`config.mk`:
```
export PLATFORM = sky130hd
export DESIGN_NAME = party_box
export DESIGN_NICKNAME = d
export VERILOG_FILES = /design/src/design/party_pkg.sv /design/src/design/button_sync.sv /design/src/design/countdown_timer.sv /design/src/design/hex_display.sv /design/src/design/party_box.sv /design/src/design/round_control.sv /design/src/design/video_driver.sv
export SDC_FILE = /design/constraint.sdc
export NUM_CORES = 1
export LEC_CHECK = 0
export ABC_CLOCK_PERIOD_IN_PS = 2400
export BUFFER_PORTS_ARGS = -buffer_cell sky130_fd_sc_hd__buf_2
export CAP_MARGIN = 20
export CORE_MARGIN = 3
export CORE_UTILIZATION = 58
export DETAILED_ROUTE_END_ITERATION = 6
export HOLD_SLACK_MARGIN = 0.06
export MAX_ROUTING_LAYER = met4
export PLACE_DENSITY_LB_ADDON = 0.1
export SYNTH_ARGS = -nofsm -noshare
export SYNTH_HDL_FRONTEND = slang
export SYNTH_SLANG_ARGS = --single-unit
```
`constraint.sdc`:
```
create_clock -name CLOCK_50 -period 2.4 [get_ports CLOCK_50]
set_input_delay 0.36 -clock CLOCK_50 [delete_from_list [all_inputs] [get_ports CLOCK_50]]
set_output_delay 0.36 -clock CLOCK_50 [all_outputs]
set_load 0.05 [all_outputs]
```
`src/design/party_pkg.sv`:
```
`default_nettype none

package party_pkg;

	typedef logic [3:0] digit_t; // One decimal digit, kept in the range 0 to 9.

	typedef struct packed {
		logic start;    // Start or next-round request from KEY[0].
		logic player_a; // Player A pressed KEY[3] or hit the buzzer.
		logic player_b; // Player B pressed KEY[2].
	} press_t;

	typedef enum logic [1:0] {
		win_none, // No result yet in this round.
		win_a,    // Player A took the round.
		win_b,    // Player B took the round.
		win_tie   // Both players in the same cycle.
	} winner_e;

	typedef struct packed {
		logic [7:0] r;
		logic [7:0] g;
		logic [7:0] b;
	} rgb_t;

	typedef struct packed {
		winner_e winner;  // Outcome of the current or last round.
		logic    counting; // High while the countdown is running.
		digit_t  score_a; // Wins of player A modulo ten.
		digit_t  score_b; // Wins of player B modulo ten.
	} round_status_t;

	localparam logic [6:0] SEG_BLANK = 7'b1111111; // Segments are active low so all ones is dark.

	localparam rgb_t COLOUR_IDLE = '{r: 8'hff, g: 8'hff, b: 8'hff}; // White waiting screen.
	localparam rgb_t COLOUR_A = '{r: 8'hff, g: 8'h00, b: 8'h00}; // Red for player A.
	localparam rgb_t COLOUR_B = '{r: 8'h00, g: 8'h00, b: 8'hff}; // Blue for player B.
	localparam rgb_t COLOUR_TIE = '{r: 8'h00, g: 8'hff, b: 8'h00}; // Green for a tie.

	// Segment order is g f e d c b a from the top bit down.
	function automatic logic [6:0] seg_of(input digit_t d);
		case (d)
			4'd0: return 7'b1000000;
			4'd1: return 7'b1111001;
			4'd2: return 7'b0100100;
			4'd3: return 7'b0110000;
			4'd4: return 7'b0011001;
			4'd5: return 7'b0010010;
			4'd6: return 7'b0000010;
			4'd7: return 7'b1111000;
			4'd8: return 7'b0000000;
			4'd9: return 7'b0010000;
			default: return SEG_BLANK; // Codes above nine never reach a display.
		endcase
	endfunction

endpackage

`default_nettype wire

```
`src/design/button_sync.sv`:
```
`timescale 1ns/1ps
`default_nettype none

module button_sync
	import party_pkg::*;
#(
	parameter int DEBOUNCE_CYCLES = 500_000 // Cycles an input must hold a new level.
) (
	input  wire        CLOCK_50,
	input  wire        arst_n,
	input  wire  [3:0] key,    // Board keys are active low.
	input  wire        buzzer, // External buzzer is active high.
	output press_t     press
);

	localparam int NCH = 4; // KEY[0], KEY[2], KEY[3] and the buzzer.
	localparam int CW = (DEBOUNCE_CYCLES > 1) ? $clog2(DEBOUNCE_CYCLES) : 1;

	wire  [NCH-1:0] raw;    // All channels turned active high.
	logic [NCH-1:0] sync_a; // First synchronizer stage.
	logic [NCH-1:0] sync_b; // Second synchronizer stage.
	wire  [NCH-1:0] rise;   // Debounced press edges.

	assign raw = {buzzer, ~key[3], ~key[2], ~key[0]};

	always_ff @(posedge CLOCK_50 or negedge arst_n) begin
		if (!arst_n) begin
			sync_a <= '0; // Zero means released on every channel.
			sync_b <= '0;
		end else begin
			sync_a <= raw;
			sync_b <= sync_a;
		end
	end

	for (genvar i = 0; i < NCH; i++) begin : g_channel
		logic [CW-1:0] cnt;   // Cycles the synced input has differed from level.
		logic          level; // Accepted debounced level.
		logic          pulse; // One-cycle pulse on an accepted press.

		always_ff @(posedge CLOCK_50 or negedge arst_n) begin
			if (!arst_n) begin
				cnt <= '0;
				level <= 1'b0;
				pulse <= 1'b0;
			end else begin
				pulse <= 1'b0;
				if (sync_b[i] == level) begin
					cnt <= '0; // Any bounce back restarts the wait.
				end else if (cnt == CW'(DEBOUNCE_CYCLES - 1)) begin
					cnt <= '0;
					level <= sync_b[i];
					pulse <= sync_b[i]; // Only the press edge counts, not the release.
				end else begin
					cnt <= cnt + 1'b1;
				end
			end
		end

		assign rise[i] = pulse;
	end

	assign press = '{start: rise[0], player_a: rise[2] | rise[3], player_b: rise[1]};

endmodule

`default_nettype wire

```
`src/design/countdown_timer.sv`:
```
`timescale 1ns/1ps
`default_nettype none

module countdown_timer
	import party_pkg::*;
#(
	parameter int TICKS_PER_STEP = 50_000_000 // Clock cycles per countdown step.
) (
	input  wire         CLOCK_50,
	input  wire         arst_n,
	input  wire         load,       // Restarts the count from load_value.
	input  wire digit_t load_value,
	output digit_t      digit,      // Digit shown on HEX0.
	output logic        done        // High in the cycle the digit becomes zero.
);

	localparam int CW = (TICKS_PER_STEP > 1) ? $clog2(TICKS_PER_STEP) : 1;

	logic [CW-1:0] tick_cnt; // Prescaler inside one step.
	logic          step;     // Last cycle of the current step.

	assign step = (tick_cnt == CW'(TICKS_PER_STEP - 1));

	always_ff @(posedge CLOCK_50 or negedge arst_n) begin
		if (!arst_n) begin
			tick_cnt <= '0;
			digit <= '0; // HEX0 reads zero before the first round.
			done <= 1'b0;
		end else begin
			done <= 1'b0;
			if (load) begin
				tick_cnt <= '0; // A fresh load gives a full first step.
				digit <= load_value;
			end else if (digit != '0) begin
				if (step) begin
					tick_cnt <= '0;
					digit <= digit - 4'd1;
					done <= (digit == 4'd1); // Lands together with the zero digit.
				end else begin
					tick_cnt <= tick_cnt + 1'b1;
				end
			end
			// At zero both counters hold until the next load.
		end
	end

endmodule

`default_nettype wire

```
`src/design/hex_display.sv`:
```
`timescale 1ns/1ps
`default_nettype none

module hex_display
	import party_pkg::*;
(
	input  wire                CLOCK_50,
	input  wire                arst_n,
	input  wire digit_t        digit,  // Countdown digit for HEX0.
	input  wire round_status_t status, // Carries both scores.
	output logic         [6:0] hex0,
	output logic         [6:0] hex1,
	output logic         [6:0] hex2,
	output logic         [6:0] hex3,
	output logic         [6:0] hex4,
	output logic         [6:0] hex5
);

	always_ff @(posedge CLOCK_50 or negedge arst_n) begin
		if (!arst_n) begin
			hex0 <= seg_of(4'd0); // Zero on all three live displays after reset.
			hex4 <= seg_of(4'd0);
			hex5 <= seg_of(4'd0);
		end else begin
			hex0 <= seg_of(digit);
			hex4 <= seg_of(status.score_b); // Player B sits on the right.
			hex5 <= seg_of(status.score_a); // Player A sits on the far left.
		end
	end

	assign hex1 = SEG_BLANK; // The middle three displays stay dark.
	assign hex2 = SEG_BLANK;
	assign hex3 = SEG_BLANK;

endmodule

`default_nettype wire

```
`src/design/party_box.sv`:
```
`timescale 1ns/1ps
`default_nettype none

module party_box
	import party_pkg::*;
#(
	parameter int TICKS_PER_STEP = 50_000_000, // One countdown step per second at 50 MHz.
	parameter int DEBOUNCE_CYCLES = 500_000,   // Ten milliseconds of stable input.
	parameter int WIDTH = 640,
	parameter int HEIGHT = 480
) (
	input  wire        CLOCK_50,
	input  wire        arst_n,
	input  wire  [3:0] KEY,
	input  wire  [9:0] SW,
	input  wire [35:0] GPIO_1,
	output logic [6:0] HEX0,
	output logic [6:0] HEX1,
	output logic [6:0] HEX2,
	output logic [6:0] HEX3,
	output logic [6:0] HEX4,
	output logic [6:0] HEX5,
	output logic [9:0] LEDR,
	output logic [7:0] VGA_R,
	output logic [7:0] VGA_G,
	output logic [7:0] VGA_B,
	output logic       VGA_BLANK_N,
	output logic       VGA_CLK,
	output logic       VGA_HS,
	output logic       VGA_SYNC_N,
	output logic       VGA_VS
);

	press_t        press;      // One-cycle press pulses after debouncing.
	round_status_t status;     // Winner, countdown flag and both scores.
	logic          load;       // Pulse that restarts the countdown.
	digit_t        load_value; // Clamped start digit for the timer.
	digit_t        digit;      // Current countdown digit.
	logic          done;       // Pulse when the digit reaches zero.
	rgb_t          colour;     // Full-screen colour for this result.

	button_sync #(.DEBOUNCE_CYCLES(DEBOUNCE_CYCLES)) i_button_sync (
		.CLOCK_50, .arst_n, .key(KEY), .buzzer(GPIO_1[0]), .press
	); // Only GPIO_1[0] carries the buzzer.

	round_control i_round_control (
		.CLOCK_50, .arst_n, .press, .start_value(SW[3:0]), .done, .load, .load_value, .status
	); // SW[9:4] have no function in this game.

	countdown_timer #(.TICKS_PER_STEP(TICKS_PER_STEP)) i_countdown_timer (
		.CLOCK_50, .arst_n, .load, .load_value, .digit, .done
	);

	hex_display i_hex_display (
		.CLOCK_50, .arst_n, .digit, .status,
		.hex0(HEX0), .hex1(HEX1), .hex2(HEX2), .hex3(HEX3), .hex4(HEX4), .hex5(HEX5)
	);

	always_comb begin
		case (status.winner)
			win_a: begin
				LEDR = 10'b11111_00000; // Left half belongs to player A.
				colour = COLOUR_A;
			end
			win_b: begin
				LEDR = 10'b00000_11111; // Right half belongs to player B.
				colour = COLOUR_B;
			end
			win_tie: begin
				LEDR = 10'b11111_11111; // Every LED lights on a tie.
				colour = COLOUR_TIE;
			end
			default: begin
				LEDR = 10'b00000_00000; // Dark while waiting or counting.
				colour = COLOUR_IDLE;
			end
		endcase
	end

	video_driver #(.WIDTH(WIDTH), .HEIGHT(HEIGHT)) i_video_driver (
		.CLOCK_50, .arst_n, .colour,
		.vga_r(VGA_R), .vga_g(VGA_G), .vga_b(VGA_B), .vga_blank_n(VGA_BLANK_N),
		.vga_clk(VGA_CLK), .vga_hs(VGA_HS), .vga_vs(VGA_VS)
	);

	assign VGA_SYNC_N = 1'b1; // Sync on green is not used by this DAC.

endmodule

`default_nettype wire

```
`src/design/round_control.sv`:
```
`timescale 1ns/1ps
`default_nettype none

module round_control
	import party_pkg::*;
(
	input  wire           CLOCK_50,
	input  wire           arst_n,
	input  wire press_t   press,       // Debounced press pulses.
	input  wire     [3:0] start_value, // Raw switch value for the countdown.
	input  wire           done,        // Countdown reached zero.
	output logic          load,        // Restarts the countdown timer.
	output digit_t        load_value,  // Start digit in the range 1 to 9.
	output round_status_t status
);

	typedef enum logic [1:0] {
		st_idle,     // Waiting for the first start after reset.
		st_counting, // Countdown runs and presses are false starts.
		st_armed,    // First valid press wins.
		st_result    // Result shown until the next start.
	} state_e;

	state_e  state;
	winner_e winner;   // Registered outcome shown on LEDs and screen.
	winner_e verdict;  // Outcome that the current press pulses would give.
	digit_t  score_a;
	digit_t  score_b;
	logic    start_ok; // Start press in a state that accepts it.

	function automatic digit_t clamp_start(input logic [3:0] v);
		if (v > 4'd9) return 4'd9; // Switch values above nine saturate.
		if (v == 4'd0) return 4'd1; // A zero countdown would arm at once.
		return v;
	endfunction

	function automatic digit_t inc_mod10(input digit_t d);
		return (d == 4'd9) ? 4'd0 : d + 4'd1; // Scores wrap after nine.
	endfunction

	assign start_ok = press.start && (state == st_idle || state == st_result);

	// A single early press hands the round to the other player.
	always_comb begin
		verdict = win_none;
		if (press.player_a && press.player_b) begin
			verdict = win_tie; // Same-cycle presses tie early or late.
		end else if (press.player_a) begin
			verdict = (state == st_armed) ? win_a : win_b;
		end else if (press.player_b) begin
			verdict = (state == st_armed) ? win_b : win_a;
		end
	end

	always_ff @(posedge CLOCK_50 or negedge arst_n) begin
		if (!arst_n) begin
			state <= st_idle;
			winner <= win_none;
			score_a <= '0;
			score_b <= '0;
			load <= 1'b0;
		end else begin
			load <= 1'b0; // Load is a single-cycle pulse.
			case (state)
				st_idle, st_result: begin
					if (start_ok) begin
						state <= st_counting;
						winner <= win_none; // Clear the old result for the new round.
						load <= 1'b1;
					end
				end
				st_counting, st_armed: begin
					if (verdict != win_none) begin
						state <= st_result; // A press beats a done in the same cycle.
						winner <= verdict;
						if (verdict == win_a) score_a <= inc_mod10(score_a);
						if (verdict == win_b) score_b <= inc_mod10(score_b);
					end else if (state == st_counting && done) begin
						state <= st_armed;
					end
				end
				default: state <= st_idle;
			endcase
		end
	end

	always_ff @(posedge CLOCK_50) begin
		if (start_ok) load_value <= clamp_start(start_value); // Valid when load rises.
	end

	assign status = '{
		winner: winner,
		counting: (state == st_counting),
		score_a: score_a,
		score_b: score_b
	};

endmodule

`default_nettype wire

```
`src/design/video_driver.sv`:
```
`timescale 1ns/1ps
`default_nettype none

module video_driver
	import party_pkg::*;
#(
	parameter int WIDTH = 640, // Visible pixels per line.
	parameter int HEIGHT = 480 // Visible lines per frame.
) (
	input  wire        CLOCK_50,
	input  wire        arst_n,
	input  wire  rgb_t colour,      // Colour for the whole visible area.
	output logic [7:0] vga_r,
	output logic [7:0] vga_g,
	output logic [7:0] vga_b,
	output logic       vga_blank_n, // High inside the visible area.
	output logic       vga_clk,     // 25 MHz pixel clock.
	output logic       vga_hs,      // Active-low horizontal sync.
	output logic       vga_vs       // Active-low vertical sync.
);

	localparam int H_FRONT = 16; // Standard 640x480 at 60 Hz porches.
	localparam int H_SYNC = 96;
	localparam int H_TOTAL = 800;
	localparam int V_FRONT = 10;
	localparam int V_SYNC = 2;
	localparam int V_TOTAL = 525;

	localparam logic [9:0] H_LAST = 10'(H_TOTAL - 1);
	localparam logic [9:0] V_LAST = 10'(V_TOTAL - 1);
	localparam logic [9:0] H_ACTIVE = 10'(WIDTH);
	localparam logic [9:0] V_ACTIVE = 10'(HEIGHT);
	localparam logic [9:0] HS_START = 10'(WIDTH + H_FRONT);
	localparam logic [9:0] HS_END = 10'(WIDTH + H_FRONT + H_SYNC);
	localparam logic [9:0] VS_START = 10'(HEIGHT + V_FRONT);
	localparam logic [9:0] VS_END = 10'(HEIGHT + V_FRONT + V_SYNC);

	logic [9:0] h_cnt;  // Pixel position within the line.
	logic [9:0] v_cnt;  // Line position within the frame.
	logic       pix_en; // One CLOCK_50 cycle per pixel.
	logic       active; // Current pixel lies in the visible area.
	logic       hs_on;  // Inside the horizontal sync pulse.
	logic       vs_on;  // Inside the vertical sync pulse.

	assign pix_en = vga_clk; // Advance on the edge that drops the pixel clock.
	assign active = (h_cnt < H_ACTIVE) && (v_cnt < V_ACTIVE);
	assign hs_on = (h_cnt >= HS_START) && (h_cnt < HS_END);
	assign vs_on = (v_cnt >= VS_START) && (v_cnt < VS_END);

	always_ff @(posedge CLOCK_50 or negedge arst_n) begin
		if (!arst_n) begin
			vga_clk <= 1'b0;
			h_cnt <= '0;
			v_cnt <= '0;
		end else begin
			vga_clk <= ~vga_clk; // Halves CLOCK_50 into the pixel clock.
			if (pix_en) begin
				if (h_cnt == H_LAST) begin
					h_cnt <= '0;
					v_cnt <= (v_cnt == V_LAST) ? 10'd0 : v_cnt + 10'd1; // Wraps at frame end.
				end else begin
					h_cnt <= h_cnt + 10'd1;
				end
			end
		end
	end

	// All pins change together so blanking and colour line up on the DAC.
	always_ff @(posedge CLOCK_50 or negedge arst_n) begin
		if (!arst_n) begin
			vga_hs <= 1'b1;
			vga_vs <= 1'b1;
			vga_blank_n <= 1'b0;
			vga_r <= '0;
			vga_g <= '0;
			vga_b <= '0;
		end else if (pix_en) begin
			vga_hs <= ~hs_on;
			vga_vs <= ~vs_on;
			vga_blank_n <= active;
			vga_r <= active ? colour.r : 8'h00; // Black in the porches and sync.
			vga_g <= active ? colour.g : 8'h00;
			vga_b <= active ? colour.b : 8'h00;
		end
	end

endmodule

`default_nettype wire

```
==> results.yml <==
yosys:
  synth.avg_cell_area_um2: 9.84
  netlist_top_cells_area: "dfrtp_1 46%, nor2_1 5.2%, xor2_1 4.6%"
  synth_top_cell_area_share: 0.463
  ys_types: 69
  yosys_warnings: 0
  synth_seq_area_share: 0.489
  netlist_instances: 983
  netlist_area_mm2: 0.00967
  synth_edf_count: 4
  ys_async_sr_fraction: 0.979
  ys_ff_latch: 188
  synthFlopType: "dfrtp_1"
  yosysTopAreaCell: "dfrtp_1"
placement:
  pre_cts_ws_ns: 0.224
  numPortBuffers: 68
  gp_congestion: 0.831
  dp_hpwl_mm: 11.9
floorplan:
  dieArea_mm2: 0.0183
  die_w_um: 135
  row_count: 46
  die_h_um: 135
  start_util: 0.600
  pin_count: 133
  core_mm2: 0.0161
worst_setup_path:
  cp-endpoint: "i_countdown_timer.tick_cnt[13]"
  path_max_fanout: 23
  cp.required_ns: 2.71
  crit_type: "register to register"
  end_kind: "register"
  r2r_start: "i_countdown_timer.digit[1]"
  cp-startpoint: "i_countdown_timer.digit[1]"
  crit_path_start_kind: "register"
  reg2reg_slack_ns: 0.23
  r2r_end: "i_countdown_timer.tick_cnt[13]"
  reg2reg_depth: 8
  cp.arrival_ns: 2.48
cells_and_area:
  final_cell_mix: "179 x dfrtp_1, 133 x nor2_1, 74 x nand2_1, 67 x buf_2, 60 x nand3_1"
  fin_nets: 1108
  area_growth_pct: 9.78
  drive_gt1_frac: 0.153
  num_antenna_cells: 0
  layout_commonest_cell: "dfrtp_1"
run_status:
  status: "finished, final reports clean"
clock_network:
  cts_root_buf: "clkbuf_16"
  numClockSinks: 188
  htreeDepth: 4
  cts_setup_buffers: 0
  clk_latency_ns: 0.42
  cts_buffers: 17
  cts_resized: 0
  hold_buffers: 5
  cts_tree: "built"
  clockBufferDepth: 2
  path_clk_slew_ns: 0.07
run:
  maxCapViolations: 0
global_route:
  busiest_layer: "met2"
  antenna_found_initial: 0
  met1_usage: 0.292
  grt_overflow: 0
  use_met2: 0.307
  grt_max_degree: 61
  use_met3: 0.0390
  grt_pass1_wl_mm: 29.9
  grt_usage: 0.205
  grt_pass1_vias: 6334
power_and_ir_drop:
  power_per_cell_area_mw_per_mm2: 595
  leakage_uw: 0.00480
  p_int_uw: 4960
  switching_share: 0.215
  power_switching_uw: 1360
  pwr-share-comb: 0.035
  peakVddDrop_v: 0.000553
  pwr-share-seq: 0.510
  clkPwrFrac: 0.455
sta:
  clock.fmax_mhz: 461
  rsz0062_at_grt: "no"
  relSlewSlack: 0.501
  min_period_ns: 2.17
  fin_tns_setup_ns: 0
  worstMarginPinSlew_ns: 0.742
  setup_violations: 0
  hold_viol_final: 0
  setup_ws_ns: 0.229
  finalClockSkew_ns: 0.00772
  finalCritPeriodShare: 0.904
  slew_violations: 0
drt:
  drt_wl_total_mm: 17.1
  vias: 6706
  postRouteAntennaNets: 0
  drc: 0
  wl_per_cell_um: 13.6
  first_iter_violations: 320
  via_per_inst: 5.34
  dr.pass1.iters: 4
worst_hold_path:
  hold_class: "input port to register"
==> metal layers <==
layer  wire length (µm)  share of wire
met2               7680           0.45
met4                121         0.0071
met3                637          0.037
met5                  0              0
met1               8630           0.51
==> critical path, cell delays in order (launching register included) <==
cell	delay [ns]
dfrtp_1	0.44
inv_1	0.19
ha_1	0.25
or3b_1	0.52
nor2_2	0.18
buf_12	0.18
nor4b_2	0.07
xnor2_1	0.16
nor2_1	0.06
==> cell type report <==
cell class,count,area [µm²]
clock inverter,11,140
sequential,188,4730
multi-input combinational,694,4330
tap,216,270
inverter,39,146
clock buffer,21,470
timing repair buffer,86,534
fill,1313,5500
==> cells by family after synthesis <==
family | share of synthesized area
multiplexers | 0.0132
AO/OA/AOI/OAI | 0.0647
XOR/XNOR | 0.0860
other | 0.000388
AND/OR/NAND/NOR | 0.236
adder cells (fa/ha/maj) | 0.0388
buffers and inverters | 0.0718
flip-flops | 0.489
==> per-stage QoR <==
step	cells	instance area (µm²)	total power, µW	util	hold WS [ns]
floorplan	1004	9750	3430	-	0.0644
global placement	1218	9960	3500	0.618	0.333
detailed placement	1218	9960	3500	0.618	0.336
CTS	1255	10600	6400	0.659	0.175
global route	1255	10600	6550	0.659	0.185
finish	1255	10600	6320	0.659	0.194
==> synthesized netlist by cell type (4+ instances only) <==
cell and instances:
and2_1 4, mux2i_1 6, inv_1 39, nor2_1 133, ha_1 30, buf_2 11, o31ai_1 7, dfrtp_1 179
dfstp_2 5, nor2b_1 5, nand2b_1 8, buf_4 55, o21ai_1 4, nand4b_1 4, o21ai_0 32, nor4_1 11
and3_1 18, and4_1 9, nor4_2 8, nor3_1 18, clkbuf_1 14, a21oi_1 31, xor2_1 51, mux2_2 6
xnor2_1 44, nand4_1 33, o211ai_1 8, or4_1 5, o2bb2ai_1 4, nand2_1 74, nand3_1 60, edfxtp_1 4
or2_2 9
==> worst min path at each step <==
stage / startpoint / end / cells past startpoint
after global routing: SW[3] / i_round_control.load_value[3] / 1
after floorplan: arst_n / i_button_sync.g_channel[0].cnt[0] / 0
final: SW[3] / i_round_control.load_value[3] / 1
after detailed placement: i_button_sync.sync_a[2] / i_button_sync.sync_b[2] / 0
after global placement: i_button_sync.sync_a[0] / i_button_sync.sync_b[0] / 0
after CTS: SW[3] / i_round_control.load_value[3] / 1
==> power by group through the flow <==
| stage | sequential, µW | combinational, µW | clock [µW] |
|---|---|---|---|
| floorplan | 3280 | 156 | 0 |
| global placement | 3280 | 220 | 0 |
| detailed placement | 3280 | 221 | 0 |
| CTS | 3220 | 229 | 2940 |
| global route | 3220 | 249 | 3070 |
| finish | 3220 | 223 | 2870 |
==> registers in the layout, indices dropped and copies added (netlist names), 4 cells and up <==
name	cells
i_button_sync.g_channel.cnt	76
i_countdown_timer.tick_cnt	26
i_video_driver.h_cnt	10
i_video_driver.v_cnt	10
i_hex_display.hex0	7
i_hex_display.hex4	7
i_hex_display.hex5	7
i_button_sync.g_channel.level	4
i_button_sync.g_channel.pulse	4
i_button_sync.sync_a	4
i_button_sync.sync_b	4
i_countdown_timer.digit	4
i_round_control.load_value	4
i_round_control.score_a	4
i_round_control.score_b	4
Note: power is estimated with default switching activity, not from simulation.
